File: src/source/disk_pkg.sv
`default_nettype none

package disk_pkg;

    localparam int disk_banks      = 8;
    localparam int disk_bank_bits  = 3;
    localparam int disk_off_bits   = 13;
    localparam int disk_addr_bits  = 16;
    localparam int disk_size_bits  = 4;
    localparam int disk_line_bytes = 16;

    typedef struct packed {
        logic [disk_bank_bits-1:0] bank;
        logic [disk_off_bits-1:0]  off;
    } disk_bank_off_t;

    typedef union packed {
        logic [disk_addr_bits-1:0] flat;  // byte address.
        disk_bank_off_t            bo;    // bank in the top bits.
    } disk_addr_u;

    typedef struct packed {
        logic                      write;
        disk_addr_u                addr;
        logic [disk_size_bits-1:0] size;
        logic [7:0]                data;
    } disk_req_t;

    typedef struct packed {
        logic [disk_bank_bits-1:0] bank;
        logic [disk_off_bits-1:0]  off;
        logic [4:0]                len;   // zero when unused.
        logic [3:0]                base;  // first line position.
    } disk_seg_t;

    typedef struct packed {
        logic      valid;
        disk_seg_t seg0;
        disk_seg_t seg1;
        logic      split;
    } disk_plan_t;

    typedef struct packed {
        logic                      valid;
        logic [disk_bank_bits-1:0] bank;
        logic [disk_off_bits-1:0]  off;
        logic [3:0]                pos;
        logic                      last;
    } disk_rd_lane_t;

    typedef struct packed {
        logic       valid;
        logic [7:0] data;
        logic [3:0] pos;
        logic       last;
    } disk_rd_byte_t;

    typedef struct packed {
        logic       valid;
        disk_addr_u addr;
        logic [7:0] data;
    } disk_wr_t;

endpackage

`default_nettype wire

File: src/source/disk_line_assemble.sv
`timescale 1ns/1ps
`default_nettype none

module disk_line_assemble (
    input  wire                                    clk,
    input  wire                                    RST,
    input  wire disk_pkg::disk_rd_byte_t           byte0,
    input  wire disk_pkg::disk_rd_byte_t           byte1,
    output logic                                   done,
    output logic [disk_pkg::disk_line_bytes*8-1:0] data_out
);
    import disk_pkg::*;

    logic [disk_line_bytes*8-1:0] work;
    logic [disk_line_bytes*8-1:0] line_next;
    logic                         active;
    logic                         last;

    always_comb begin
        line_next = active ? work : '0;  // first byte starts a clean line.
        if (byte0.valid) begin
            line_next[8*byte0.pos +: 8] = byte0.data;
        end
        if (byte1.valid) begin
            line_next[8*byte1.pos +: 8] = byte1.data;
        end
        last = byte0.last || byte1.last;
    end

    always_ff @(posedge clk) begin
        if (RST) begin
            active   <= 1'b0;
            done     <= 1'b0;
            data_out <= '0;
        end else begin
            done <= last;
            if (last) begin
                active   <= 1'b0;
                data_out <= line_next;  // held until the next done.
            end else if (byte0.valid || byte1.valid) begin
                active <= 1'b1;
            end
        end
    end

    always_ff @(posedge clk) begin
        if (byte0.valid || byte1.valid) begin
            work <= line_next;
        end
    end

    a_pos_differ: assert property (@(posedge clk) disable iff (RST)
        byte0.valid && byte1.valid |-> byte0.pos != byte1.pos);

endmodule

`default_nettype wire

File: config.mk
export PLATFORM = sky130hd
export DESIGN_NAME = disk_line_assemble
export DESIGN_NICKNAME = d
export VERILOG_FILES = /design/src/source/disk_pkg.sv /design/src/source/disk_line_assemble.sv
export SDC_FILE = /design/constraint.sdc
export NUM_CORES = 1
export LEC_CHECK = 0
export ABC_CLOCK_PERIOD_IN_PS = 3800
export BUFFER_PORTS_ARGS = -buffer_cell sky130_fd_sc_hd__buf_4
export CORE_MARGIN = 10
export CORE_UTILIZATION = 54
export DETAILED_ROUTE_END_ITERATION = 16
export PLACE_DENSITY = 0.77
export SLEW_MARGIN = 20
export SYNTH_ARGS = -nofsm -noshare
export SYNTH_HDL_FRONTEND = slang
export SYNTH_SLANG_ARGS = --single-unit
File: constraint.sdc
create_clock -name clk -period 3.8 [get_ports clk]
set_input_delay 0.57 -clock clk [delete_from_list [all_inputs] [get_ports clk]]
set_output_delay 0.57 -clock clk [all_outputs]
set_load 0.1 [all_outputs]
# [After elaboration in Yosys (flattened, before gate mapping)]
# Cells that the tools add are included.
[word_totals] reg_bits=258 out_inout_bits=129 wordCells=18
[op_classes] n_addsub=2 n_shift=4 n_mux=5 reduce_logical=3
[op_table] op="128-bit 2-to-1 mux" n=3
[op_table] op="128-bit bitwise mux" n=2
[op_table] op="8-bit by 34-bit variable shift with 128-bit output (first input constant)" n=2
[op_table] op="8-bit by 34-bit variable part select with 128-bit output" n=2
[op_table] op="7-bit negation with 34-bit output" n=2
[op_table] op="1-bit logical OR" n=2
[op_table] op="2-bit OR reduction" n=1

# [Depth between registers and ports, before layout]
[depth] depth_word=6 mapped_depth=12 mapped_depth_nobuf=7

# [Least setup slack after synthesis]
# Ideal clock, no wire load.
[synth_path] path_kind="input-to-reg" startpoint="input port byte0[3] (netlist name)" endpoint="register work[1] (data pin)" setup_time_ps=255 t_arrival_ps=2630 slack_ps=915 cell_stages=11 path_buffers=4 path_cell_list="buf_4 > nor3_1 > ha_1 > clkbuf_1 > or4b_1 > or3_1 > clkbuf_2 > buf_6 > nand3_1 > o311ai_1 > and2_1"
[synth_between] elab_chain_cells=6
[synth_rtl] item="start: declaration" line_no="disk_line_assemble.sv:7" text="input wire disk_pkg::disk_rd_byte_t byte0,"
[synth_rtl] item="7-bit negation with 34-bit output (*)" line_no="disk_line_assemble.sv:22" text="line_next[8*byte0.pos +: 8] = byte0.data;"
[synth_rtl] item="8-bit by 34-bit variable part select with 128-bit output / 8-bit by 34-bit variable shift with 128-bit output (equally long branches)" line_no="disk_line_assemble.sv:22"
[synth_rtl] item="128-bit bitwise mux (*)" line_no="disk_line_assemble.sv:22"
[synth_rtl] item="128-bit 2-to-1 mux (*)" line_no="disk_line_assemble.sv:21" text="if (byte0.valid) begin"
[synth_rtl] item="128-bit bitwise mux" line_no="disk_line_assemble.sv:25" text="line_next[8*byte1.pos +: 8] = byte1.data;"
[synth_rtl] item="128-bit 2-to-1 mux (*)" line_no="disk_line_assemble.sv:24" text="if (byte1.valid) begin"
[synth_rtl] item="via line_next[1]" line_no="disk_line_assemble.sv:15" text="logic [disk_line_bytes*8-1:0] line_next;"
[synth_rtl] item="end signal: assignment" line_no="disk_line_assemble.sv:48" text="work <= line_next;"
[synth_rtl] item="end: declaration" line_no="disk_line_assemble.sv:14" text="logic [disk_line_bytes*8-1:0] work;"
# Mark *: on every way through the listed nets, which the timed path passes. The rest lies on a longest branch.
# A chain may end at the register's enable or synchronous reset.

# [Final worst setup path]
[layout_path] startpoint="input port byte0[1] (netlist name)" endpoint="register work[14] (data pin)"
# The elaborated chain is that of the path after synthesis.

==> reports/metrics.cfg <==
[power_and_ir_drop]
irDropWorstVdd_v=0.000349
p_sw_w=0.00186
p_leak_nw=5.75
pwr-share-clk_pct=41.3
p_int_w=0.00497
p_sw_share_pct=27.2
pwr-share-seq_pct=45.4
power_density_nw_per_um2=459
pwr-share-comb_pct=13.3

[floorplan]
chipHeight_um=172
initial_core_util_pct=55.1
fp.dieW_um=172
io_pins=159
die_area_um2=29800
core_area_um2=22800
num_rows=55

[routing]
wirelength_mm=43.0
met3WireLength_mm=5.08
num_vias=11300
topRoutingLayerUsed=met4
vias_per_cell=6.63
antenna_left=0
dr.pass1.iters=6
drt-met1-wl_mm=16.9
detail_route.iter0.violations=1558
routed-wl-met2_mm=19.6
drc=0
wl_per_cell_um=25.2

[sta]
slew_viol_final=0
tightest_slew_ns=0.900
finalClockSkew_ns=0.0143
finalSetupViolCount=0
relSlewSlack_pct=40.0
fin_tns_setup_ns=0
timing.final.crit_share_pct=73.3
rsz0062_at_grt=false
period_needed_ns=2.78
timing.fmax_mhz=359
hold_viol=0

[global_routing]
grt_max_degree=130
grt_pass1_wl_mm=64.3
grt_pass1_vias=10600
grt_use_total_pct=27.9
gr-total-overflow=0
antenna_found_initial=0

[synth]
avgSynthCellArea_um2=9.91
yosysMostFrequentCell=nand2_1
syn-cell-area_um2=12600
synth.top_cell.area_share_pct=30.6
yosys-top-cells-count=164 x nand2_1, 130 x dfxtp_1, 128 x edfxtp_1, 93 x nor2_1, 79 x clkbuf_1
synthCells=1267
syn_nets=1301
yosys-top-cells-area=edfxtp_1 31%, dfxtp_1 21%, nand2_1 4.9%, a22o_1 2.9%, nor2_1 2.8%
async_flop_share_pct=0
ys_ff_latch=258
yosys.area.top_type=edfxtp_1
synth_seq_area_share_pct=51.3
yosysUniqueCellTypes=79
ys.flop_type=dfxtp_1
synth_warnings=0
synth-edff-count=128

[critical_path]
slowest_stage=nand4_1
worstSetupEndpointType=register
path_cells=buf_4, inv_1, ha_1, xnor2_1, nand4_1, and3_1, o21ai_0, o21ai_0
cp_slowest_stage_delay_ns=0.67
crit_type=in -> reg
crit_path_start=byte0[1]
path_max_fanout=15
path_common_cell=o21ai_0
cp-start-kind=input pin
crit_arrival_ns=3.05
worstPathRequired_ns=4.07
reg2reg_from=active
reg2reg_slack_ns=1.70

[placement]
place_congestion=0.954
io_buffers=158
dpl-instance-area_um2=13900
dpl.hpwl_mm=27.8

[clocking]
ctsLongestPathBuffers=3
htree_levels=1
clock-root-buffer=clkbuf_16
numClockSinks=258
post_cts_resized=0
postCtsSetupBuffers=0
cts_buffers=26
holdBufCountCts=0
cts_tree=built
clk_pin_slew_ns=0.06
clk_latency_ns=0.55

[worst_hold_path]
min_from=data_out[29]
hold_path_class=reg -> reg

[outcome]
status=finished, final reports clean

[job]
max_cap_violations=0

[layout]
drive_gt1_share_pct=20.0
nets=1409
syn2layout_area_growth_pct=18.4
final_util_pct=65.3
design_area_um2=14900

cell usage in the layout (no fill, tap or decap), types with 6 or more instances in the layout:
cell       netlist  final
mux2i_1         30     30
or3_1            7      7
dfxtp_1        130    129
a221oi_1        38     38
a211oi_1         9      9
nand2_1        164    164
a22o_1          42     42
nor3_1          36     35
o211ai_1        15     15
o31ai_1         41     41
a31oi_1         41     41
a21o_1           8      8
nor2_1          93     93
o21ai_0         34     34
nand2b_1        17     17
edfxtp_1       128    128
inv_1            9      8
buf_4            6    190
clkbuf_1        79      9
and3_1          17     17
nor4_1          18     18
mux2_2          17     17
a221o_1         14     14
bufinv_16        0      6
a21oi_1         50     50
o221ai_1        11     11
and2_1          28     28
clkbuf_16        0     27
nor2b_1          9      9
nand3_1         57     57
a32o_1          11     11
cells by family after synthesis:
| logic type | after synthesis | synth area share [%] |
|---|---|---|
| simple gates | 481 | 18.7 |
| compound gates | 349 | 20.9 |
| flops | 258 | 51.3 |
| buf+inv | 123 | 4.25 |
| mux | 48 | 4.03 |
| xor+xnor | 4 | 0.339 |
| fa+ha+maj | 4 | 0.399 |
path summary, 6_finish.rpt:
check	endpoint	cells after the start
setup / recovery	work[14]	8
hold / removal	data_out[29]	2
setup reg to reg	data_out[71]	4
hold reg to reg	data_out[29]	2
routing by layer:
metal / vias to the layer above / track usage [%]
li1: 5040 / -
met1: 5406 / 37.7
met2: 762 / 43.9
met3: 114 / 5.68
met4: 0 / 8.58
met5: - / 0
critical path: cells and delay by family:
family	cells	cell delay, ns
xor gates and xnor gates	1	0.42
and+or+nand+nor	2	1.14
adders and majority gates	1	0.35
buffers and inverters	2	0.23
AOI/OAI and AO/OA	2	0.32
through the flow:
step	power [W]	hold slack, ns	worst slack, ns	instances
floorplan	0.00374	0.541	0.915	1267
global placement	0.00403	0.440	0.668	1660
detailed placement	0.00404	0.443	0.553	1660
CTS	0.00681	0.451	1.10	1707
global route	0.00698	0.478	0.915	1707
finish	0.00683	0.453	1.02	1708
flip-flops by register name, summed over array words and instances, names as in the netlist:
| register | flops |
|---|---|
| active | 1 |
| done | 1 |
| work | 128 |
| data_out | 128 |
power groups by stage:
stage / combinational, W / sequential (W) / clock (W)
2_1_floorplan: 0.000395 / 0.00335 / 0
3_3_place_gp: 0.000874 / 0.00315 / 0
3_5_place_dp: 0.000883 / 0.00315 / 0
4_1_cts: 0.000886 / 0.00310 / 0.00283
5_1_grt: 0.000942 / 0.00311 / 0.00293
6_report: 0.000908 / 0.00310 / 0.00282
layout make-up:
cell class	count	area, um^2
fill	1828	7910
sequential	258	6450
multi-input combinational	886	5580
timing repair buffer	193	1490
clock buffer	36	709
tap	313	392
clock inverter	11	210
inverter	10	37.5
antenna	1	2.50
Power figures use the tool's default switching activity.
