===== config.mk =====
export PLATFORM = sky130hd
export DESIGN_NAME = disk_req_decode
export DESIGN_NICKNAME = d
export VERILOG_FILES = /design/src/source/disk_pkg.sv /design/src/source/disk_req_decode.sv
export SDC_FILE = /design/constraint.sdc
export NUM_CORES = 1
export LEC_CHECK = 0
export ABC_CLOCK_PERIOD_IN_PS = 3140
export BUFFER_PORTS_ARGS = -buffer_cell sky130_fd_sc_hd__clkbuf_2
export CELL_PAD_IN_SITES_DETAIL_PLACEMENT = 2
export CELL_PAD_IN_SITES_GLOBAL_PLACEMENT = 2
export CORE_ASPECT_RATIO = 0.75
export CORE_MARGIN = 3
export CORE_UTILIZATION = 23
export DETAILED_ROUTE_END_ITERATION = 16
export PLACE_DENSITY_LB_ADDON = 0.1
export SLEW_MARGIN = 20
export SYNTH_ARGS = -nofsm -noshare
export SYNTH_HDL_FRONTEND = slang
export SYNTH_SLANG_ARGS = --single-unit

===== constraint.sdc =====
create_clock -name clk -period 3.14 [get_ports clk]
set_clock_uncertainty 0.05 [all_clocks]
set_input_delay 0.628 -clock clk [delete_from_list [all_inputs] [get_ports clk]]
set_output_delay 0.628 -clock clk [all_outputs]
set_load 0.05 [all_outputs]

===== src/source/disk_pkg.sv =====
`default_nettype none

package disk_pkg;

    localparam int disk_banks      = 8;
    localparam int disk_bank_bits  = 3;
    localparam int disk_off_bits   = 13;
    localparam int disk_addr_bits  = 16;
    localparam int disk_size_bits  = 4;
    localparam int disk_line_bytes = 16;

    typedef struct packed {
        logic [disk_bank_bits-1:0] bank;
        logic [disk_off_bits-1:0]  off;
    } disk_bank_off_t;

    typedef union packed {
        logic [disk_addr_bits-1:0] flat;  // byte address.
        disk_bank_off_t            bo;    // bank in the top bits.
    } disk_addr_u;

    typedef struct packed {
        logic                      write;
        disk_addr_u                addr;
        logic [disk_size_bits-1:0] size;
        logic [7:0]                data;
    } disk_req_t;

    typedef struct packed {
        logic [disk_bank_bits-1:0] bank;
        logic [disk_off_bits-1:0]  off;
        logic [4:0]                len;   // zero when unused.
        logic [3:0]                base;  // first line position.
    } disk_seg_t;

    typedef struct packed {
        logic      valid;
        disk_seg_t seg0;
        disk_seg_t seg1;
        logic      split;
    } disk_plan_t;

    typedef struct packed {
        logic                      valid;
        logic [disk_bank_bits-1:0] bank;
        logic [disk_off_bits-1:0]  off;
        logic [3:0]                pos;
        logic                      last;
    } disk_rd_lane_t;

    typedef struct packed {
        logic       valid;
        logic [7:0] data;
        logic [3:0] pos;
        logic       last;
    } disk_rd_byte_t;

    typedef struct packed {
        logic       valid;
        disk_addr_u addr;
        logic [7:0] data;
    } disk_wr_t;

endpackage

`default_nettype wire


===== src/source/disk_req_decode.sv =====
`timescale 1ns/1ps
`default_nettype none

module disk_req_decode (
    input  wire                                clk,
    input  wire                                RST,
    input  wire                                en,
    input  wire                                we,
    input  wire disk_pkg::disk_addr_u          addr,
    input  wire [disk_pkg::disk_size_bits-1:0] size,
    input  wire [7:0]                          wdata,
    input  wire                                reader_idle,
    output logic                               busy,
    output disk_pkg::disk_wr_t                 wr,
    output disk_pkg::disk_plan_t               plan
);
    import disk_pkg::*;

    disk_req_t  req;
    logic       req_vld;
    logic       accept;
    disk_addr_u end_addr;
    logic       split;
    logic [4:0] len_all;
    logic [4:0] len0;

    assign accept = en && !busy;  // strobes while busy are dropped.

    always_ff @(posedge clk) begin
        if (RST) begin
            req_vld <= 1'b0;
            busy    <= 1'b0;
        end else begin
            req_vld <= accept;
            if (accept) begin
                busy <= 1'b1;
            end else if (!plan.valid && reader_idle) begin
                busy <= 1'b0;
            end
        end
    end

    always_ff @(posedge clk) begin
        if (accept) begin
            req.write <= we;
            req.addr  <= addr;
            req.size  <= size;
            req.data  <= wdata;
        end
    end

    always_comb begin
        end_addr.flat = req.addr.flat + disk_addr_bits'(req.size);  // wraps at top.
        split         = end_addr.bo.bank != req.addr.bo.bank;
        len_all       = {1'b0, req.size} + 5'd1;
        // bytes left in the first bank when the read crosses it.
        len0          = split ? 5'(~req.addr.bo.off) + 5'd1 : len_all;

        plan.valid     = req_vld && !req.write;
        plan.split     = split;
        plan.seg0.bank = req.addr.bo.bank;
        plan.seg0.off  = req.addr.bo.off;
        plan.seg0.len  = len0;
        plan.seg0.base = 4'd0;
        plan.seg1.bank = req.addr.bo.bank + disk_bank_bits'(1);  // bank 7 wraps to 0.
        plan.seg1.off  = '0;
        plan.seg1.len  = len_all - len0;
        plan.seg1.base = len0[3:0];

        wr.valid = req_vld && req.write;
        wr.addr  = req.addr;
        wr.data  = req.data;
    end

    // a split segment 0 must end exactly on its bank boundary.
    a_seg_len_sum: assert property (@(posedge clk) disable iff (RST)
        plan.valid |-> (plan.seg0.len + plan.seg1.len == {1'b0, req.size} + 5'd1)
                       && (plan.split == (plan.seg1.len != 5'd0))
                       && (!plan.split
                           || ({1'b0, plan.seg0.off} + 14'(plan.seg0.len)
                               == 14'(2**disk_off_bits))));

endmodule

`default_nettype wire


Yosys cells after proc, flatten, opt, wreduce, memory -nomap -nowiden
Index checks and enable logic that the tools add are counted.
{"block": "word_totals", "elab_cells": 24, "mem_bits_rw": 0, "inputBits": 33, "register_bits": 31, "latch_bits": 0, "memories": 0, "mem_bits_ro": 0}
{"block": "classes", "n_reduce_logical": 8, "shifts": 0, "n_mux": 3, "n_addsub": 5, "n_bitwise": 1, "n_eq_ne": 1, "div": 0, "n_mul": 0, "magnitude_cmp": 0}
{"cell": "16-bit by 4-bit adder with 16-bit output", "count": 1}
{"cell": "4-bit by 1-bit adder with 5-bit output (second input constant)", "count": 1}
{"cell": "5-bit by 1-bit adder with 5-bit output (second input constant)", "count": 1}
{"cell": "5-bit two-way mux", "count": 1}
{"cell": "5-bit inverter", "count": 1}
{"cell": "5-bit subtractor", "count": 1}
{"cell": "1-bit logical AND", "count": 4}
{"cell": "3-bit by 1-bit adder with 3-bit output (second input constant)", "count": 1}
{"cell": "1-bit zero test", "count": 3}
{"cell": "3-bit inequality test", "count": 1}
{"cell": "1-bit two-way mux", "count": 2}
{"cell": "2-bit nonzero test", "count": 1}

Depth between registers and ports, before layout
{"block": "depth", "depth_word": 6, "depth_mapped": 12, "mapped_depth_nobuf": 12}

Worst setup path before layout
OpenSTA, ideal clock, no wires.
{"block": "synth_path", "path_type": "flip-flop to output port", "startpoint": "register req, in the netlist plan[37]", "endpoint": "output plan[9] (netlist name)", "setup_slack_ns": -1.298, "path_buffers": 0, "t_arrival_ns": 3.760, "stages_incl_launch_ff": 13, "cell_sequence": "edfxtp_1 ha_1 nor3_1 nor2_2 nand3_4 nor2_1 a21oi_1 ha_1 fa_1 inv_1 a21o_1 a21oi_1 xor2_1"}
{"element": "start: declaration", "line": "disk_req_decode.sv:19", "source": "disk_req_t req;"}
{"element": "end: declaration", "line": "disk_req_decode.sv:15", "source": "output disk_pkg::disk_plan_t plan"}

==> results_dict.tcl <==
set metrics [dict create \
    r2r_slack_ns 1.90 \
    route.antenna.remaining_nets 0 \
    sw_frac_of_total_pct 38.8 \
    avgSynthCellArea_um2 11.6 \
    hold_buffers 0 \
    clk_pin_slew_ns 0.07 \
    post-route-worst-setup-slack_ns -0.293 \
    critical_path_required_ns 2.46 \
    clock_tree.root_cell "clkbuf_8" \
    global_route.usage.total_pct 10.7 \
    cts_tree "yes" \
    finish.cell_count_without_fillers 341 \
    via_count_of_the_first_global_routing_pass 1461 \
    gr-total-overflow 0 \
    critPathCaptureType "output port" \
    r2r_start "busy$_SDFFE_PP0P_" \
    htree_num_levels 2 \
    netlist_instances 162 \
    timing_hold_violations_final 0 \
    timing.rr.end "plan[39]$_DFFE_PP_" \
    period_needed_ns 3.43 \
    timing.hold.worst.start "RST" \
    ys_types 26 \
    maxSlewViolCount 0 \
    numCtsBuffers 5 \
    dieArea_um2 9300 \
    placeableCoreArea_um2 7630 \
    gp_congestion 0.718 \
    power.switching_mw 0.589 \
    detail_route.vias_per_cell 3.74 \
    layout.core_utilization_pct 33.6 \
    detailedPlacementHpwl_um 3960 \
    violations "setup timing" \
    synth_enable_flop_cells 29 \
    finalSetupTns_ns -0.788 \
    final_layout_size_suffix_gt1_share_pct 60.8 \
    clk_latency_ns 0.28 \
    drt-initial-drc-count 12 \
    status "finished, violations left" \
    wire_length_of_the_first_global_routing_pass_um 7570 \
    vdd_drop_max_v 0.000223 \
    critical_path.most_common_cell "a21oi_4" \
    fp.dieW_um 110 \
    reg_power_share_pct 32.8 \
    clockPowerShare_pct 25.9 \
    max_cap_viol_count 0 \
    yosys_most_used_dff "edfxtp_1" \
    setup_viol 4 \
    critical_path_at_ns 2.76 \
    dpl.cell_count 324 \
    crit_chain "ha_1, o211ai_1, nor2_2, nand3_4, nor2_4, a21oi_4, ha_4, fa_2, inv_1, a21o_1, a21oi_4, xor2_4, buf_12" \
    number_of_warnings_issued_by_yosys 0 \
    numClockSinks 31 \
    clockBufferDepth 2 \
    areaGrowthSynthToFinish_pct 36.7 \
    initial_utilization_pct 24.6 \
    fin_nets 283 \
    mappedNetlistArea_um2 1880 \
    vertical_extent_of_the_die_um 84.3 \
    maxClockFrequency_mhz 291 \
    drt-total-wl_um 4770 \
    path_max_fanout 5 \
    final.period_utilization_pct 109 \
    synth_async_sr_flop_share_pct 0 \
    timing.hold.worst.class "primary input to flip-flop" \
    largest_net_degree_at_the_start_of_global_routing 31 \
    timing.critical_path.slowest_stage_cell "edfxtp_1" \
    internal_power_mw 0.931 \
    port-buffer-count 93 \
    dr_drc_count 0 \
    final_common_cell "clkbuf_2" \
    design.portCount 111 \
    ys_seq_elements 31 \
    criticalPathCategory "flip-flop to output port" \
    grt_setup_unrepaired "true" \
    worst_hold_path.num_cells 2 \
    vias 1274 \
    hold-path-endpoint "req_vld$_SDFF_PP0_" \
    share_comb_of_total_power_pct 41.3 \
    worst_r2r_path_depth 2 \
    row_count 27 \
    num_antenna_cells 0 \
    proportion_of_synthesized_chip_area_in_sequential_cells_pct 48.5 \
    power_density_nw_per_um2 592 \
    startpoint_type "flip-flop" \
    route.detailed.wl_per_inst_um 14.0 \
    firstDrtPassIters 4 \
    initial_antenna_violation_count 0 \
    leakagePower_nw 1.22 \
    final_cell_mix "clkbuf_2, edfxtp_1, buf_4, conb_1, inv_1" \
    max_stage_delay_ns 0.42 \
]
Yosys cell counts, types with 4 or more instances:
library cell,number,area share (%)
inv_1,11,2.2
nor2_1,5,1.0
xor2_1,5,2.3
ha_1,10,6.7
buf_4,62,25
nor3_1,4,1.1
nand3_1,4,1.1
edfxtp_1,29,46
xnor2_1,5,2.3
worst max path at each step:
stage	startpoint	end
2_1_floorplan	plan[38]$_DFFE_PP_	plan[9]
3_3_place_gp	req[11]$_DFFE_PP_	plan[9]
3_5_place_dp	plan[38]$_DFFE_PP_	plan[9]
4_1_cts	req[11]$_DFFE_PP_	plan[9]
5_1_grt	plan[38]$_DFFE_PP_	plan[9]
6_report	plan[38]$_DFFE_PP_	plan[9]
critical path: cells and delay by family, from the launching register on:
| kind | cells | cell delay, ns |
|---|---|---|
| fa+ha+maj | 3 | 0.82 |
| simple gates | 3 | 0.46 |
| flops | 1 | 0.42 |
| compound gates | 4 | 0.39 |
| buf+inv | 2 | 0.23 |
| xor+xnor | 1 | 0.16 |
state kept, by name (all words and copies together) (netlist names):
signal	count
req_vld	1
plan	16
req	5
wr	8
busy	1
what timing repair did:
action,4_1_cts,5_1_grt
pin swaps,7,0
gates resized for setup,14,0
setup buffers,6,3
setup endpoints to repair,4,4
hold endpoints to repair,0,0
layout make-up:
| type | count | area [um^2] |
|---|---|---|
| Timing Repair Buffer | 116 | 703 |
| Sequential cell | 31 | 911 |
| Tap cell | 101 | 126 |
| Multi-Input combinational cell | 74 | 669 |
| Clock buffer | 5 | 68.8 |
| Inverter | 11 | 45.0 |
| Clock inverter | 3 | 43.8 |
| Fill cell | 837 | 5070 |
power groups by stage:
stage	Clock [mW]	Sequential, mW	Combinational (mW)
6_report	0.393	0.498	0.628
5_1_grt	0.429	0.503	0.664
4_1_cts	0.411	0.499	0.632
3_5_place_dp	0	0.509	0.586
3_3_place_gp	0	0.506	0.578
2_1_floorplan	0	0.511	0.467
cell families (layout without fill, tap and decap cells):
family	after synthesis	after routing	share of synthesized area, %
buf+inv	73	135	27.0
flops	31	31	48.5
simple gates	25	25	7.66
fa+ha+maj	11	11	7.73
xor+xnor	10	10	4.66
compound gates	8	8	2.66
mux	3	3	1.60
other cells	1	17	0.200
per-layer routing:
metal | share of wire [%] | vias to the layer above | wire length (um) | track usage, %
li1 | - | 614 | - | -
met1 | 40 | 585 | 1890 | 11.4
met2 | 49 | 68 | 2330 | 19.1
met3 | 10 | 7 | 490 | 5.07
met4 | 1.3 | 0 | 60 | 2.13
met5 | 0 | - | 0 | 0
per-stage QoR:
stage                     hold slack (ns)  worst slack [ns]  total power, mW  area (um^2)
after floorplan                     0.650            -0.358            0.978         2030
after global placement              0.475            0.0307             1.08         2300
after detailed placement            0.504           -0.0785             1.09         2300
after CTS                           0.455            -0.332             1.54         2540
after global routing                0.446            -0.448             1.60         2570
final                               0.466            -0.293             1.52         2570
Note: power is estimated with default switching activity, not from simulation.
