`src/source/disk_pkg.sv`:
```
`default_nettype none

package disk_pkg;

    localparam int disk_banks      = 8;
    localparam int disk_bank_bits  = 3;
    localparam int disk_off_bits   = 13;
    localparam int disk_addr_bits  = 16;
    localparam int disk_size_bits  = 4;
    localparam int disk_line_bytes = 16;

    typedef struct packed {
        logic [disk_bank_bits-1:0] bank;
        logic [disk_off_bits-1:0]  off;
    } disk_bank_off_t;

    typedef union packed {
        logic [disk_addr_bits-1:0] flat;  // byte address.
        disk_bank_off_t            bo;    // bank in the top bits.
    } disk_addr_u;

    typedef struct packed {
        logic                      write;
        disk_addr_u                addr;
        logic [disk_size_bits-1:0] size;
        logic [7:0]                data;
    } disk_req_t;

    typedef struct packed {
        logic [disk_bank_bits-1:0] bank;
        logic [disk_off_bits-1:0]  off;
        logic [4:0]                len;   // zero when unused.
        logic [3:0]                base;  // first line position.
    } disk_seg_t;

    typedef struct packed {
        logic      valid;
        disk_seg_t seg0;
        disk_seg_t seg1;
        logic      split;
    } disk_plan_t;

    typedef struct packed {
        logic                      valid;
        logic [disk_bank_bits-1:0] bank;
        logic [disk_off_bits-1:0]  off;
        logic [3:0]                pos;
        logic                      last;
    } disk_rd_lane_t;

    typedef struct packed {
        logic       valid;
        logic [7:0] data;
        logic [3:0] pos;
        logic       last;
    } disk_rd_byte_t;

    typedef struct packed {
        logic       valid;
        disk_addr_u addr;
        logic [7:0] data;
    } disk_wr_t;

endpackage

`default_nettype wire

```
`src/source/disk_seg_reader.sv`:
```
`timescale 1ns/1ps
`default_nettype none

module disk_seg_reader (
    input  wire                       clk,
    input  wire                       RST,
    input  wire disk_pkg::disk_plan_t plan,
    output disk_pkg::disk_rd_lane_t   lane0,
    output disk_pkg::disk_rd_lane_t   lane1,
    output logic                      reader_idle
);
    import disk_pkg::*;

    disk_seg_t     seg [2];
    disk_rd_lane_t lane_q [2];
    logic [4:0]    rem [2];  // issues still owed per lane.
    logic          final_issue;

    assign seg[0] = plan.seg0;
    assign seg[1] = plan.seg1;

    // last goes out when the longer lane makes its final read.
    always_comb begin
        if (plan.valid) begin
            final_issue = (plan.seg0.len <= 5'd1) && (plan.seg1.len <= 5'd1);
        end else begin
            final_issue = (rem[0] <= 5'd1) && (rem[1] <= 5'd1);
        end
    end

    always_ff @(posedge clk) begin
        if (RST) begin
            for (int i = 0; i < 2; i++) begin
                lane_q[i].valid <= 1'b0;
                lane_q[i].last  <= 1'b0;
                rem[i]          <= '0;
            end
        end else begin
            for (int i = 0; i < 2; i++) begin
                if (plan.valid) begin
                    lane_q[i].valid <= seg[i].len != 5'd0;
                    lane_q[i].bank  <= seg[i].bank;
                    lane_q[i].off   <= seg[i].off;
                    lane_q[i].pos   <= seg[i].base;
                    lane_q[i].last  <= final_issue && (seg[i].len != 5'd0);
                    rem[i]          <= (seg[i].len == 5'd0) ? 5'd0 : seg[i].len - 5'd1;
                end else if (rem[i] != 5'd0) begin
                    lane_q[i].valid <= 1'b1;
                    lane_q[i].off   <= lane_q[i].off + disk_off_bits'(1);
                    lane_q[i].pos   <= lane_q[i].pos + 4'd1;
                    lane_q[i].last  <= final_issue;
                    rem[i]          <= rem[i] - 5'd1;
                end else begin
                    lane_q[i].valid <= 1'b0;
                    lane_q[i].last  <= 1'b0;
                end
            end
        end
    end

    assign lane0       = lane_q[0];
    assign lane1       = lane_q[1];
    assign reader_idle = !lane_q[0].valid && !lane_q[1].valid;

    a_lane_bank_differ: assert property (@(posedge clk) disable iff (RST)
        lane0.valid && lane1.valid |-> lane0.bank != lane1.bank);

endmodule

`default_nettype wire

```
`config.mk`:
```
export PLATFORM = sky130hd
export DESIGN_NAME = disk_seg_reader
export DESIGN_NICKNAME = d
export VERILOG_FILES = /design/src/source/disk_pkg.sv /design/src/source/disk_seg_reader.sv
export SDC_FILE = /design/constraint.sdc
export NUM_CORES = 1
export LEC_CHECK = 0
export BUFFER_PORTS_ARGS = -buffer_cell sky130_fd_sc_hd__buf_2
export CAP_MARGIN = 10
export CELL_PAD_IN_SITES_DETAIL_PLACEMENT = 0
export CELL_PAD_IN_SITES_GLOBAL_PLACEMENT = 1
export CORE_ASPECT_RATIO = 1.4
export CORE_MARGIN = 3
export CORE_UTILIZATION = 30
export CTS_BUF_LIST = sky130_fd_sc_hd__clkbuf_16
export CTS_CLUSTER_DIAMETER = 80
export DETAILED_ROUTE_END_ITERATION = 8
export HOLD_SLACK_MARGIN = 0.1
export PLACE_DENSITY = 0.75
export SETUP_SLACK_MARGIN = 0.05
export SLEW_MARGIN = 40
export SYNTH_ARGS = -nofsm -noshare
export SYNTH_HDL_FRONTEND = slang
export SYNTH_SLANG_ARGS = --single-unit
export TNS_END_PERCENT = 20
```
`constraint.sdc`:
```
create_clock -name clk -period 2.4 [get_ports clk]
set_input_delay 0.24 -clock clk [delete_from_list [all_inputs] [get_ports clk]]
set_output_delay 0.24 -clock clk [all_outputs]
set_load 0.03 [all_outputs]
```
# Word-level counts from Yosys, hierarchy flattened
# Memory sizes are Yosys's and may differ from the RTL's.
# Index checks and enable logic that the tools add are counted.
# totals
ff_bits	0
latch_bits	0
ramBits	54
mem_bits_ro	0
input_bits	54
out_inout_bits	45
word_cells	91
memories	2
# mem_list
name	words	word_bits	rd	rd_clocked_by_memory_dff	write_ports	line	text
lane_q	2	22	2	0	2	disk_seg_reader.sv:15	disk_rd_lane_t lane_q [2];
rem	2	5	2	0	2	disk_seg_reader.sv:16	logic [4:0] rem [2];
# classes
n_addsub	8
n_mul	0
div_mod_pow	0
n_lt_le_gt_ge	4
n_eq_ne	0
shifts	0
muxes	44
bitwise	20
reduce_logical	13
# op_table
cell	count
1-bit two-way mux	34
5-bit two-way mux	6
13-bit by 1-bit adder with 13-bit output, second input constant	2
13-bit two-way mux	2
5-bit by 1-bit less-or-equal comparator with 1-bit output, second input constant	4
1-bit bitwise OR	20
5-bit nonzero test	4
5-bit by 1-bit subtractor with 5-bit output, second input constant	4
5-bit logical NOT	2
4-bit by 1-bit adder with 4-bit output, second input constant	2
4-bit two-way mux	2
1-bit logical AND	5
1-bit logical NOT	2

# Longest topological paths before layout
# Gate-level depths: netlist (run 1).
# An unclocked memory read counts as a cell.
# depth
ltp_word	8
mapped_depth	7
ltp_nobuf	5

# Worst setup path before layout (run 1)
# OpenSTA, ideal clock, no wires.
# synth_path
kind	reg-to-reg
startpoint	memory rem[1][0]
endpoint	memory lane_q[1][10] (netlist bit), enable pin
setup_ns	0.373
arrival_ns	1.648
t_required_ns	2.027
slack_ns	0.378
stages_incl_launch_ff	7
n_path_buf	2
period_less_slack_ns	2.022
path_cell_list	edfxtp_1 -> inv_1 -> ha_1 -> a211o_1 -> buf_2 -> buf_2 -> nand2_1
# synth_lines
element	line
start, declared	disk_seg_reader.sv:16
end, declared	disk_seg_reader.sv:15

==> results.json, run 1 <==
{
  "clock_latency_ns": 0.29,
  "finalWirelength_um": 7170,
  "avgSynthCellArea_sq_um": 10.5,
  "clk_pin_slew_ns": 0.07,
  "grt_busiest_layer": "met2",
  "coreArea_sq_um": 10000,
  "powerDensity_nw_per_um2": 910,
  "yosys_warnings": 0,
  "start_util_pct": 31.2,
  "cts_made_buffers": 5,
  "grt_max_degree": 33,
  "synth_most_common_cell": "edfxtp_1",
  "setup.worst_path.end_class": "flip-flop",
  "power_mw": 3.63,
  "clkPwrFrac_pct": 25.4,
  "async_flop_share_pct": 0,
  "fin_nets": 471,
  "antenna_found_initial": 0,
  "finalCriticalPeriod_ns": 1.96,
  "p_switching_mw": 1.27,
  "setup-tns-final_ns": 0,
  "grt.total_usage_pct": 12.2,
  "cts_sinks": 54,
  "drc": 0,
  "start_kind": "flip-flop",
  "finClkSkew_ns": 0.00872,
  "timing.fmax_ghz": 0.511,
  "use_met2_pct": 21.8,
  "first_pass_iters": 4,
  "pin_count": 99,
  "die_y_um": 127,
  "cts_tree": "done",
  "cts_root_buf": "clkbuf_16",
  "cts-htree-levels": 2,
  "post-route-util_pct": 39.9,
  "seqPwrFrac_pct": 41.5,
  "die_width_um": 92.2,
  "drt-initial-drc-count": 93,
  "grt_remaining_overflow": 0,
  "grt_pass1_wl_um": 11400,
  "die-area_sq_um": 11700,
  "maxCapViolCount": 0,
  "ir_worst_vdd_v": 0.000348,
  "synth_top_area_cell": "edfxtp_1",
  "pwr-share-comb_pct": 33.1,
  "power_leakage_nw": 1.65,
  "ys.flop_type": "edfxtp_1",
  "num_vias": 2476,
  "setup_viol": 0,
  "synth_cell_type_count": 31,
  "synthTopCellsByArea": "edfxtp_1 52%, xnor2_1 7.0%, ha_1 6.4%",
  "wire_per_inst_um": 13.4,
  "cts_buffer_depth": 2,
  "synth_edf_count": 54,
  "criticalPathCategory": "flip-flop to flip-flop",
  "crit_arrival_ns": 1.99,
  "rows": 43,
  "netlist.area_leader.share_pct": 52.0,
  "use_met3_pct": 2.14,
  "crit_fanout": 32,
  "synth_seq_cells": 54,
  "cts_setup_buffers": 0,
  "hold_class": "input port to flip-flop",
  "cts_hold_buf": 0,
  "fin_crit_sh_pct": 81.5,
  "status": "finished clean",
  "gp_congestion": 0.742,
  "vias_per_cell": 4.61,
  "drive_gt1_share_pct": 27.9,
  "synth_commonest_cells": "54 x edfxtp_1, 37 x nand2_1, 30 x o21ai_0, 25 x xnor2_1",
  "hold_viol": 0,
  "ctsResizeCount": 0,
  "hpwl_um": 5550,
  "yosysSeqAreaShare_pct": 52.0,
  "worstPathRequired_ns": 2.44,
  "io_buffers": 97,
  "grt_pass1_vias": 2358,
  "p_int_mw": 2.36,
  "final.setup.worst_slack_ns": 0.445,
  "use_met1_pct": 14.7,
  "dp_slack_ns": 0.453,
  "grt_setup_unrepaired": "no",
  "area_growth_pct": 27.9,
  "synth_area_sq_um": 3120,
  "diodes": 0,
  "p_sw_share_pct": 34.9,
  "synthCells": 298,
  "drv_slew": 0,
  "ant_nets": 0
}
[routing by layer]
metal,share of wire (%),up-vias
met4,0.95,0
met3,4.0,4
met2,52,56
met5,0,-
li1,-,1270
met1,43,1146
[stage by stage]
stage	cells	hold WS (ns)	instance area (sq um)
finish	537	0.119	3990
detailed placement	529	0.420	3800
CTS	537	0.110	3990
floorplan	301	0.339	3130
global route	537	0.104	3990
global placement	529	0.419	3800
[state kept, by name, indices dropped and copies added, names as in the netlist]
signal  cells
lane_q     44
rem        10
[power by group through the flow]
stage	clock network [mW]	registers, mW	logic, mW
2_1_floorplan	0	1.74	0.619
3_3_place_gp	0	1.52	1.19
3_5_place_dp	0	1.53	1.21
4_1_cts	0.943	1.51	1.22
5_1_grt	0.979	1.54	1.33
6_report	0.922	1.51	1.20
[final timing paths]
| path | from | endpoint | slack, ns | cells after the start |
|---|---|---|---|---|
| worst min-delay path | plan[24] | lane_q[1][19] | 0.12 | 1 |
| worst max-delay path | rem[1][2] | lane_q[1][17] | 0.44 | 4 |
| worst max register to register | rem[1][2] | lane_q[1][17] | 0.44 | 4 |
| worst min register to register | lane_q[1][1] | lane_q[1][1] | 0.67 | 1 |
[critical path: stages (launching register included)]
cell and delay, ns:
edfxtp_1 0.44, nor3_1 0.41, a211o_1 0.35, buf_4 0.35
o21ai_0 0.14
[layout by cell type, fill, tap and decap left out, drive strengths merged]
cell	Yosys	layout
buf	4	103
inv	15	15
nand4	4	4
and3	1	1
xor2	12	12
a21o	2	2
and4	2	2
mux2i	1	1
ha	16	16
nand2	37	37
a211o	2	2
o22ai	11	11
and2	3	3
o21ai	30	30
edfxtp	54	54
nand3b	15	15
xnor2	25	25
nor3	12	12
conb	1	4
nand3	13	13
nor2	16	16
nor4	3	3
clkbuf	6	5
clkinv	0	1
a21boi	1	1
nand2b	2	2
bufinv	0	2
a221o	1	1
nor2b	3	3
a21oi	2	2
o221ai	2	2
or2	2	2
[kinds of logic (layout without fill, tap and decap cells)]
group	after synthesis	after routing	share of synthesized area (%)
multiplexers	1	1	0.321
AO/OA/AOI/OAI	51	51	9.50
other	1	4	0.120
AND/OR/NAND/NOR	113	113	18.2
buffers and inverters	25	126	3.13
XOR/XNOR	37	37	10.4
adder cells (fa/ha/maj)	16	16	6.42
flip-flops	54	54	52.0
[layout make-up]
| class | count | area (sq um) |
|---|---|---|
| clock buffers | 5 | 125 |
| clock inverters | 3 | 63.8 |
| fillers | 1047 | 6020 |
| inverters | 15 | 56.3 |
| multi-input cells | 222 | 1410 |
| flip-flops and latches | 54 | 1620 |
| well taps | 135 | 169 |
| repair buffers | 103 | 543 |
Power figures use the tool's default switching activity.
==> run 2: changes to the inputs <==
--- a/config.mk
+++ b/config.mk
@@ -5,6 +5,7 @@
 export SDC_FILE = /design/constraint.sdc
 export NUM_CORES = 1
 export LEC_CHECK = 0
+export ABC_AREA = 1
 export BUFFER_PORTS_ARGS = -buffer_cell sky130_fd_sc_hd__buf_2
 export CAP_MARGIN = 10
 export CELL_PAD_IN_SITES_DETAIL_PLACEMENT = 0
@@ -16,7 +17,7 @@
 export CTS_CLUSTER_DIAMETER = 80
 export DETAILED_ROUTE_END_ITERATION = 8
 export HOLD_SLACK_MARGIN = 0.1
-export PLACE_DENSITY = 0.75
+export PLACE_DENSITY = 0.78
 export SETUP_SLACK_MARGIN = 0.05
 export SLEW_MARGIN = 40
 export SYNTH_ARGS = -nofsm -noshare
==> constraint.sdc (replaced) <==
create_clock -name clk -period 1.6 [get_ports clk]
set_input_delay 0.16 -clock clk [delete_from_list [all_inputs] [get_ports clk]]
set_output_delay 0.16 -clock clk [all_outputs]
set_load 0.03 [all_outputs]
==> run 2 against run 1 <==
  * Die area increased by 8.6%
  * Sequential power rose by 27%
  * Total power increased by 24%
  * Clock power increased by 37%
  * Critical path depth increased by 4
  * Count of clock-buffer cells in the layout is the same
==> results.json, run 2 <==
{
  "first_pass_iters": 4,
  "start_kind": "flip-flop",
  "rows": 45,
  "clock_latency_ns": 0.30,
  "seqPwrFrac_pct": 42.7,
  "drive_gt1_share_pct": 32.5,
  "ant_nets": 0,
  "grt.total_usage_pct": 13.4,
  "place_inst": 642,
  "async_flop_share_pct": 0,
  "top_regs": "lane_q (44), rem (10)",
  "die_y_um": 132,
  "holdWs_ns": 0.121,
  "p_int_mw": 3.03,
  "drt-initial-drc-count": 125,
  "hold_viol": 0,
  "pin_count": 99,
  "power_leakage_nw": 2.14,
  "final_cells": 671,
  "ys.flop_type": "edfxtp_1",
  "slowest_stage": "edfxtp_1",
  "cts_buffer_depth": 2,
  "cp_slowest_stage_delay_ns": 0.40,
  "avgSynthCellArea_sq_um": 8.55,
  "status": "finished clean",
  "fin_nets": 599,
  "maxCapViolCount": 0,
  "grt_setup_unrepaired": "yes",
  "powerDensity_nw_per_um2": 965,
  "worstPathRequired_ns": 1.62,
  "p_sw_share_pct": 32.6,
  "num_vias": 3071,
  "pwr-share-comb_pct": 29.2,
  "die-area_sq_um": 12700,
  "cts-htree-levels": 2,
  "yosys_warnings": 0,
  "hpwl_um": 6600,
  "synth_commonest_cells": "115 x nand2_1, 54 x edfxtp_1, 44 x inv_1, 37 x nor2_1, 36 x nand3_1",
  "fin_crit_sh_pct": 97.4,
  "drv_slew": 0,
  "coreArea_sq_um": 11000,
  "io_buffers": 97,
  "synth_edf_count": 54,
  "p_switching_mw": 1.46,
  "die_width_um": 96.0,
  "crit_chain": "inv_2 > ha_4 > nand3_4 > nand2_8 > buf_12 > nand2_4 > inv_1 > nand2_1",
  "grt_pass1_wl_um": 13700,
  "layout.filler_cells": 1119,
  "crit_fanout": 5,
  "final_common_cell": "nand2_1",
  "crit_arrival_ns": 1.57,
  "multi_input_area_sq_um": 1640,
  "synth_most_common_cell": "nand2_1",
  "timing.fmax_ghz": 0.642,
  "synthTopCellsByArea": "edfxtp_1 48%, nand2_1 13%, ha_1 5.9%",
  "cts_made_buffers": 5,
  "grt_remaining_overflow": 0,
  "antenna_found_initial": 0,
  "seqCellArea_sq_um": 1620,
  "finalCriticalPeriod_ns": 1.56,
  "layout_common_cells": "107 x nand2_1, 97 x buf_2, 54 x edfxtp_1",
  "clkPwrFrac_pct": 28.1,
  "synth_top_area_cell": "edfxtp_1",
  "synthCells": 398,
  "grt_max_degree": 27,
  "synth_seq_cells": 54,
  "area_growth_pct": 36.8,
  "netlist.area_leader.share_pct": 47.6,
  "clk_pin_slew_ns": 0.08,
  "drc": 0,
  "gp_congestion": 0.841,
  "synth_area_sq_um": 3400,
  "start_util_pct": 31.0,
  "power_mw": 4.49,
  "top_register": "lane_q",
  "post-route-util_pct": 42.4,
  "vias_per_cell": 4.58,
  "yosysSeqAreaShare_pct": 47.6,
  "ir_worst_vdd_v": 0.000409,
  "setup.worst_path.end_class": "flip-flop",
  "setup-tns-final_ns": 0,
  "cts_sinks": 54,
  "cts_root_buf": "clkbuf_16",
  "diodes": 0,
  "hold_class": "input port to flip-flop",
  "wire_per_inst_um": 13.5,
  "criticalPathCategory": "flip-flop to flip-flop",
  "finalWirelength_um": 9040,
  "setup_viol": 0,
  "largest_reg_flops": 44,
  "finClkSkew_ns": 0.00744,
  "grt_pass1_vias": 2967,
  "cts_tree": "done",
  "synth_cell_type_count": 29
}
[run 2: critical path: cells and delay by family (launching register included)]
family                     cells  cell delay (ns)
DFF                            1             0.40
buffers and inverters          3             0.30
and+or+nand+nor                4             0.44
adders and majority gates      1             0.14
[run 2: final cells by class]
type                            instances  share of cell area, %
Clock buffer                            5                   2.69
Timing Repair Buffer                  129                   18.4
Tap cell                              141                   3.79
Sequential cell                        54                   34.8
Inverter                               48                   4.14
Clock inverter                          3                  0.967
Multi-Input combinational cell        291                   35.2
[run 2: repair_timing]
| item | CTS | global route |
|---|---|---|
| buffers inserted | 1 | 14 |
| hold buffers | 3 | 0 |
| endpoints found under the hold margin | 3 | 0 |
| endpoints found under the setup margin | 11 | 50 |
| pin swaps | 1 | 6 |
| cloned | 0 | 3 |
| resized for setup | 2 | 24 |
[run 2: kinds of logic after synthesis]
group	share of synthesized area, %
AO/OA/AOI/OAI	8.05
XOR/XNOR	4.37
adder cells (fa/ha/maj)	5.88
buffers and inverters	7.20
flip-flops	47.6
other	0.110
AND/OR/NAND/NOR	26.8
[run 2: layer usage]
layer / global-route usage [%] / up-vias / share of wire (%) / routed length [um]
met5: 0 / - / 0 / 0
met4: 3.56 / 0 / 1.1 / 96
met3: 2.40 / 7 / 5.7 / 516
met2: 24.9 / 77 / 54 / 4890
met1: 15.4 / 1415 / 39 / 3540
li1: - / 1572 / - / -
[run 2: power by group through the flow]
stage | Sequential [mW] | Combinational [mW] | Clock (mW)
finish | 1.92 | 1.31 | 1.26
global route | 1.94 | 1.46 | 1.35
CTS | 1.92 | 1.16 | 1.30
detailed placement | 1.95 | 1.13 | 0
global placement | 1.94 | 1.11 | 0
floorplan | 2.14 | 0.557 | 0
[run 2: final timing paths]
kind,startpoint,endpoint,slack [ns],cells after the start
max,rem[0][1],rem[0][1],0.04,8
min,plan[27],lane_q[0][2],0.12,3
max reg2reg,rem[0][1],rem[0][1],0.04,8
min reg2reg,lane_q[0][4],lane_q[0][4],0.65,2
[run 2: metrics by stage]
stage | area (sq um) | setup slack [ns]
after CTS | 4380 | 0.0563
after global routing | 4660 | -0.0125
after global placement | 4150 | 0.0556
final | 4660 | 0.0424
after detailed placement | 4150 | 0.00870
after floorplan | 3430 | 0.0214
==> run 3: changes to the inputs <==
--- a/config.mk
+++ b/config.mk
@@ -10,7 +10,6 @@
 export CAP_MARGIN = 10
 export CELL_PAD_IN_SITES_DETAIL_PLACEMENT = 0
 export CELL_PAD_IN_SITES_GLOBAL_PLACEMENT = 1
-export CORE_ASPECT_RATIO = 1.4
 export CORE_MARGIN = 3
 export CORE_UTILIZATION = 30
 export CTS_BUF_LIST = sky130_fd_sc_hd__clkbuf_16
==> run 3 against run 2 <==
  * Worst setup slack improved by 0.064 ns
  * Largest cell class is now sequential cells
  * Total power decreased by 3.1%
  * Die area shrank 0.14%
  * Via count is 2.1% lower
  * Register-to-register slack improved by 0.06 ns
  * Clock skew is 0.0014 ns lower
  * Critical path type unchanged
  * Final cell count is 1.0% lower
  * Clock power decreased by 5%
  * Flip-flop and latch count stayed put
==> results.json, run 3 (synthesized netlist as in run 2, its figures left out) <==
{
  "timing.fmax_ghz": 0.670,
  "ff2ff_setup_slack_ns": 0.11,
  "pin_count": 99,
  "top_regs": "lane_q (44), rem (10)",
  "hold_depth": 3,
  "finalCriticalPeriod_ns": 1.49,
  "io_buffers": 97,
  "grt_remaining_overflow": 0,
  "first_pass_iters": 4,
  "place_inst": 642,
  "worstPathRequired_ns": 1.65,
  "fin_nets": 593,
  "r2r_cells": 7,
  "clock_latency_ns": 0.29,
  "die_y_um": 113,
  "die-area_sq_um": 12700,
  "criticalPathCategory": "flip-flop to flip-flop",
  "drt-initial-drc-count": 97,
  "status": "finished clean",
  "cts_made_buffers": 5,
  "wire_per_inst_um": 12.6,
  "cts_buffer_depth": 2,
  "crit-reg2reg-capture": "lane_q[0][0]",
  "start_kind": "flip-flop",
  "final_common_cell": "nand2_1",
  "drc": 0,
  "setup_viol": 0,
  "hold_path_end": "lane_q[0][6]",
  "power_mw": 4.35,
  "die_width_um": 113,
  "start_util_pct": 31.0,
  "dp_slack_ns": 0.0197,
  "hpwl_um": 6410,
  "maxCapViolCount": 0,
  "power_leakage_nw": 2.10,
  "final_cells": 664,
  "largest_reg_flops": 44,
  "rows": 38,
  "setup-tns-final_ns": 0,
  "cts-htree-levels": 2,
  "cts_tree": "done",
  "hold_class": "input port to flip-flop",
  "grt_setup_unrepaired": "yes",
  "gp_congestion": 0.845,
  "grt_pass1_wl_um": 13600,
  "hold_viol": 0,
  "ir_worst_vdd_v": 0.000376,
  "final.setup.worst_slack_ns": 0.106,
  "finClkSkew_ns": 0.00604,
  "post-route-util_pct": 41.5,
  "coreArea_sq_um": 11000,
  "layout_common_cells": "111 x nand2_1, 97 x buf_2, 54 x edfxtp_1",
  "ant_nets": 0,
  "grt.total_usage_pct": 13.2,
  "cts_sinks": 54,
  "regToRegStartpoint": "rem[0][1]",
  "top_register": "lane_q",
  "finalWirelength_um": 8380,
  "min_from": "plan[36]",
  "clk_pin_slew_ns": 0.07,
  "drv_slew": 0,
  "antenna_found_initial": 0,
  "crit_fanout": 4,
  "diodes": 0,
  "setup.worst_path.end_class": "flip-flop",
  "grt_max_degree": 27,
  "powerDensity_nw_per_um2": 956,
  "cts_root_buf": "clkbuf_16",
  "fin_crit_sh_pct": 93.3,
  "area_growth_pct": 33.7,
  "vias_per_cell": 4.53,
  "num_vias": 3007,
  "grt_pass1_vias": 2935,
  "crit_arrival_ns": 1.54,
  "drive_gt1_share_pct": 31.3
}
[run 3: changes by cell type in the layout (fill, tap and decap cells not counted), sizes merged]
cell      previous run  this run
clkbuf               8         6
inv                 47        50
clkinvlp             2         0
clkinv               1         0
buf                123       119
[run 3: final cells by class]
class | instances | area [sq um]
fillers | 1094 | 6430
flip-flops and latches | 54 | 1620
multi-input cells | 291 | 1610
repair buffers | 123 | 792
inverters | 48 | 190
well taps | 140 | 175
clock buffers | 5 | 125
clock inverters | 3 | 37.5
[run 3: routing by layer]
metal	vias up	routed length [um]	track usage, %
met2	61	4160	22.2
met3	8	299	1.94
met5	-	0	0
met4	0	106	4.73
li1	1561	-	-
met1	1377	3810	17.3
[run 3: how the worst max path moves through the flow]
stage | depth (start not counted) | startpoint | slack (ns) | to
floorplan | 6 | lane_q[1][5] | 0.02 | lane_q[1][15]
global placement | 8 | rem[0][1] | 0.05 | lane_q[0][12]
detailed placement | 8 | rem[0][1] | 0.02 | lane_q[0][12]
CTS | 9 | rem[0][0] | 0.03 | lane_q[0][4]
global route | 7 | rem[0][0] | 0.008 | lane_q[1][0]
finish | 7 | rem[0][1] | 0.11 | lane_q[0][0]
[run 3: report_power, final]
part           switching [mW]  internal [mW]  leakage, nW
sequential              0.148           1.77        0.538
combinational           0.757          0.477         1.48
clock                   0.474          0.728       0.0864
total                    1.38           2.97         2.10
[run 3: worst max-delay path, stage by stage (launching register included)]
cell      delay (ns)
edfxtp_1        0.40
inv_2           0.09
ha_1            0.15
nand3_2         0.09
nand2_4         0.16
buf_6           0.13
nand2_1         0.07
a21boi_2        0.16
[run 3: stage by stage]
| step | hold WS [ns] | area (sq um) |
|---|---|---|
| after global placement | 0.344 | 4160 |
| final | 0.133 | 4550 |
| after global routing | 0.135 | 4550 |
| after CTS | 0.124 | 4360 |
| after detailed placement | 0.346 | 4160 |
| after floorplan | 0.259 | 3430 |
[run 3: timing repair]
item                                    CTS  global route
endpoints found under the hold margin     3             0
pin swaps                                 0             5
endpoints found under the setup margin    6            58
gates resized for setup                   1            23
cloned                                    0             1
setup buffers                             0            10
hold buffers                              3             0
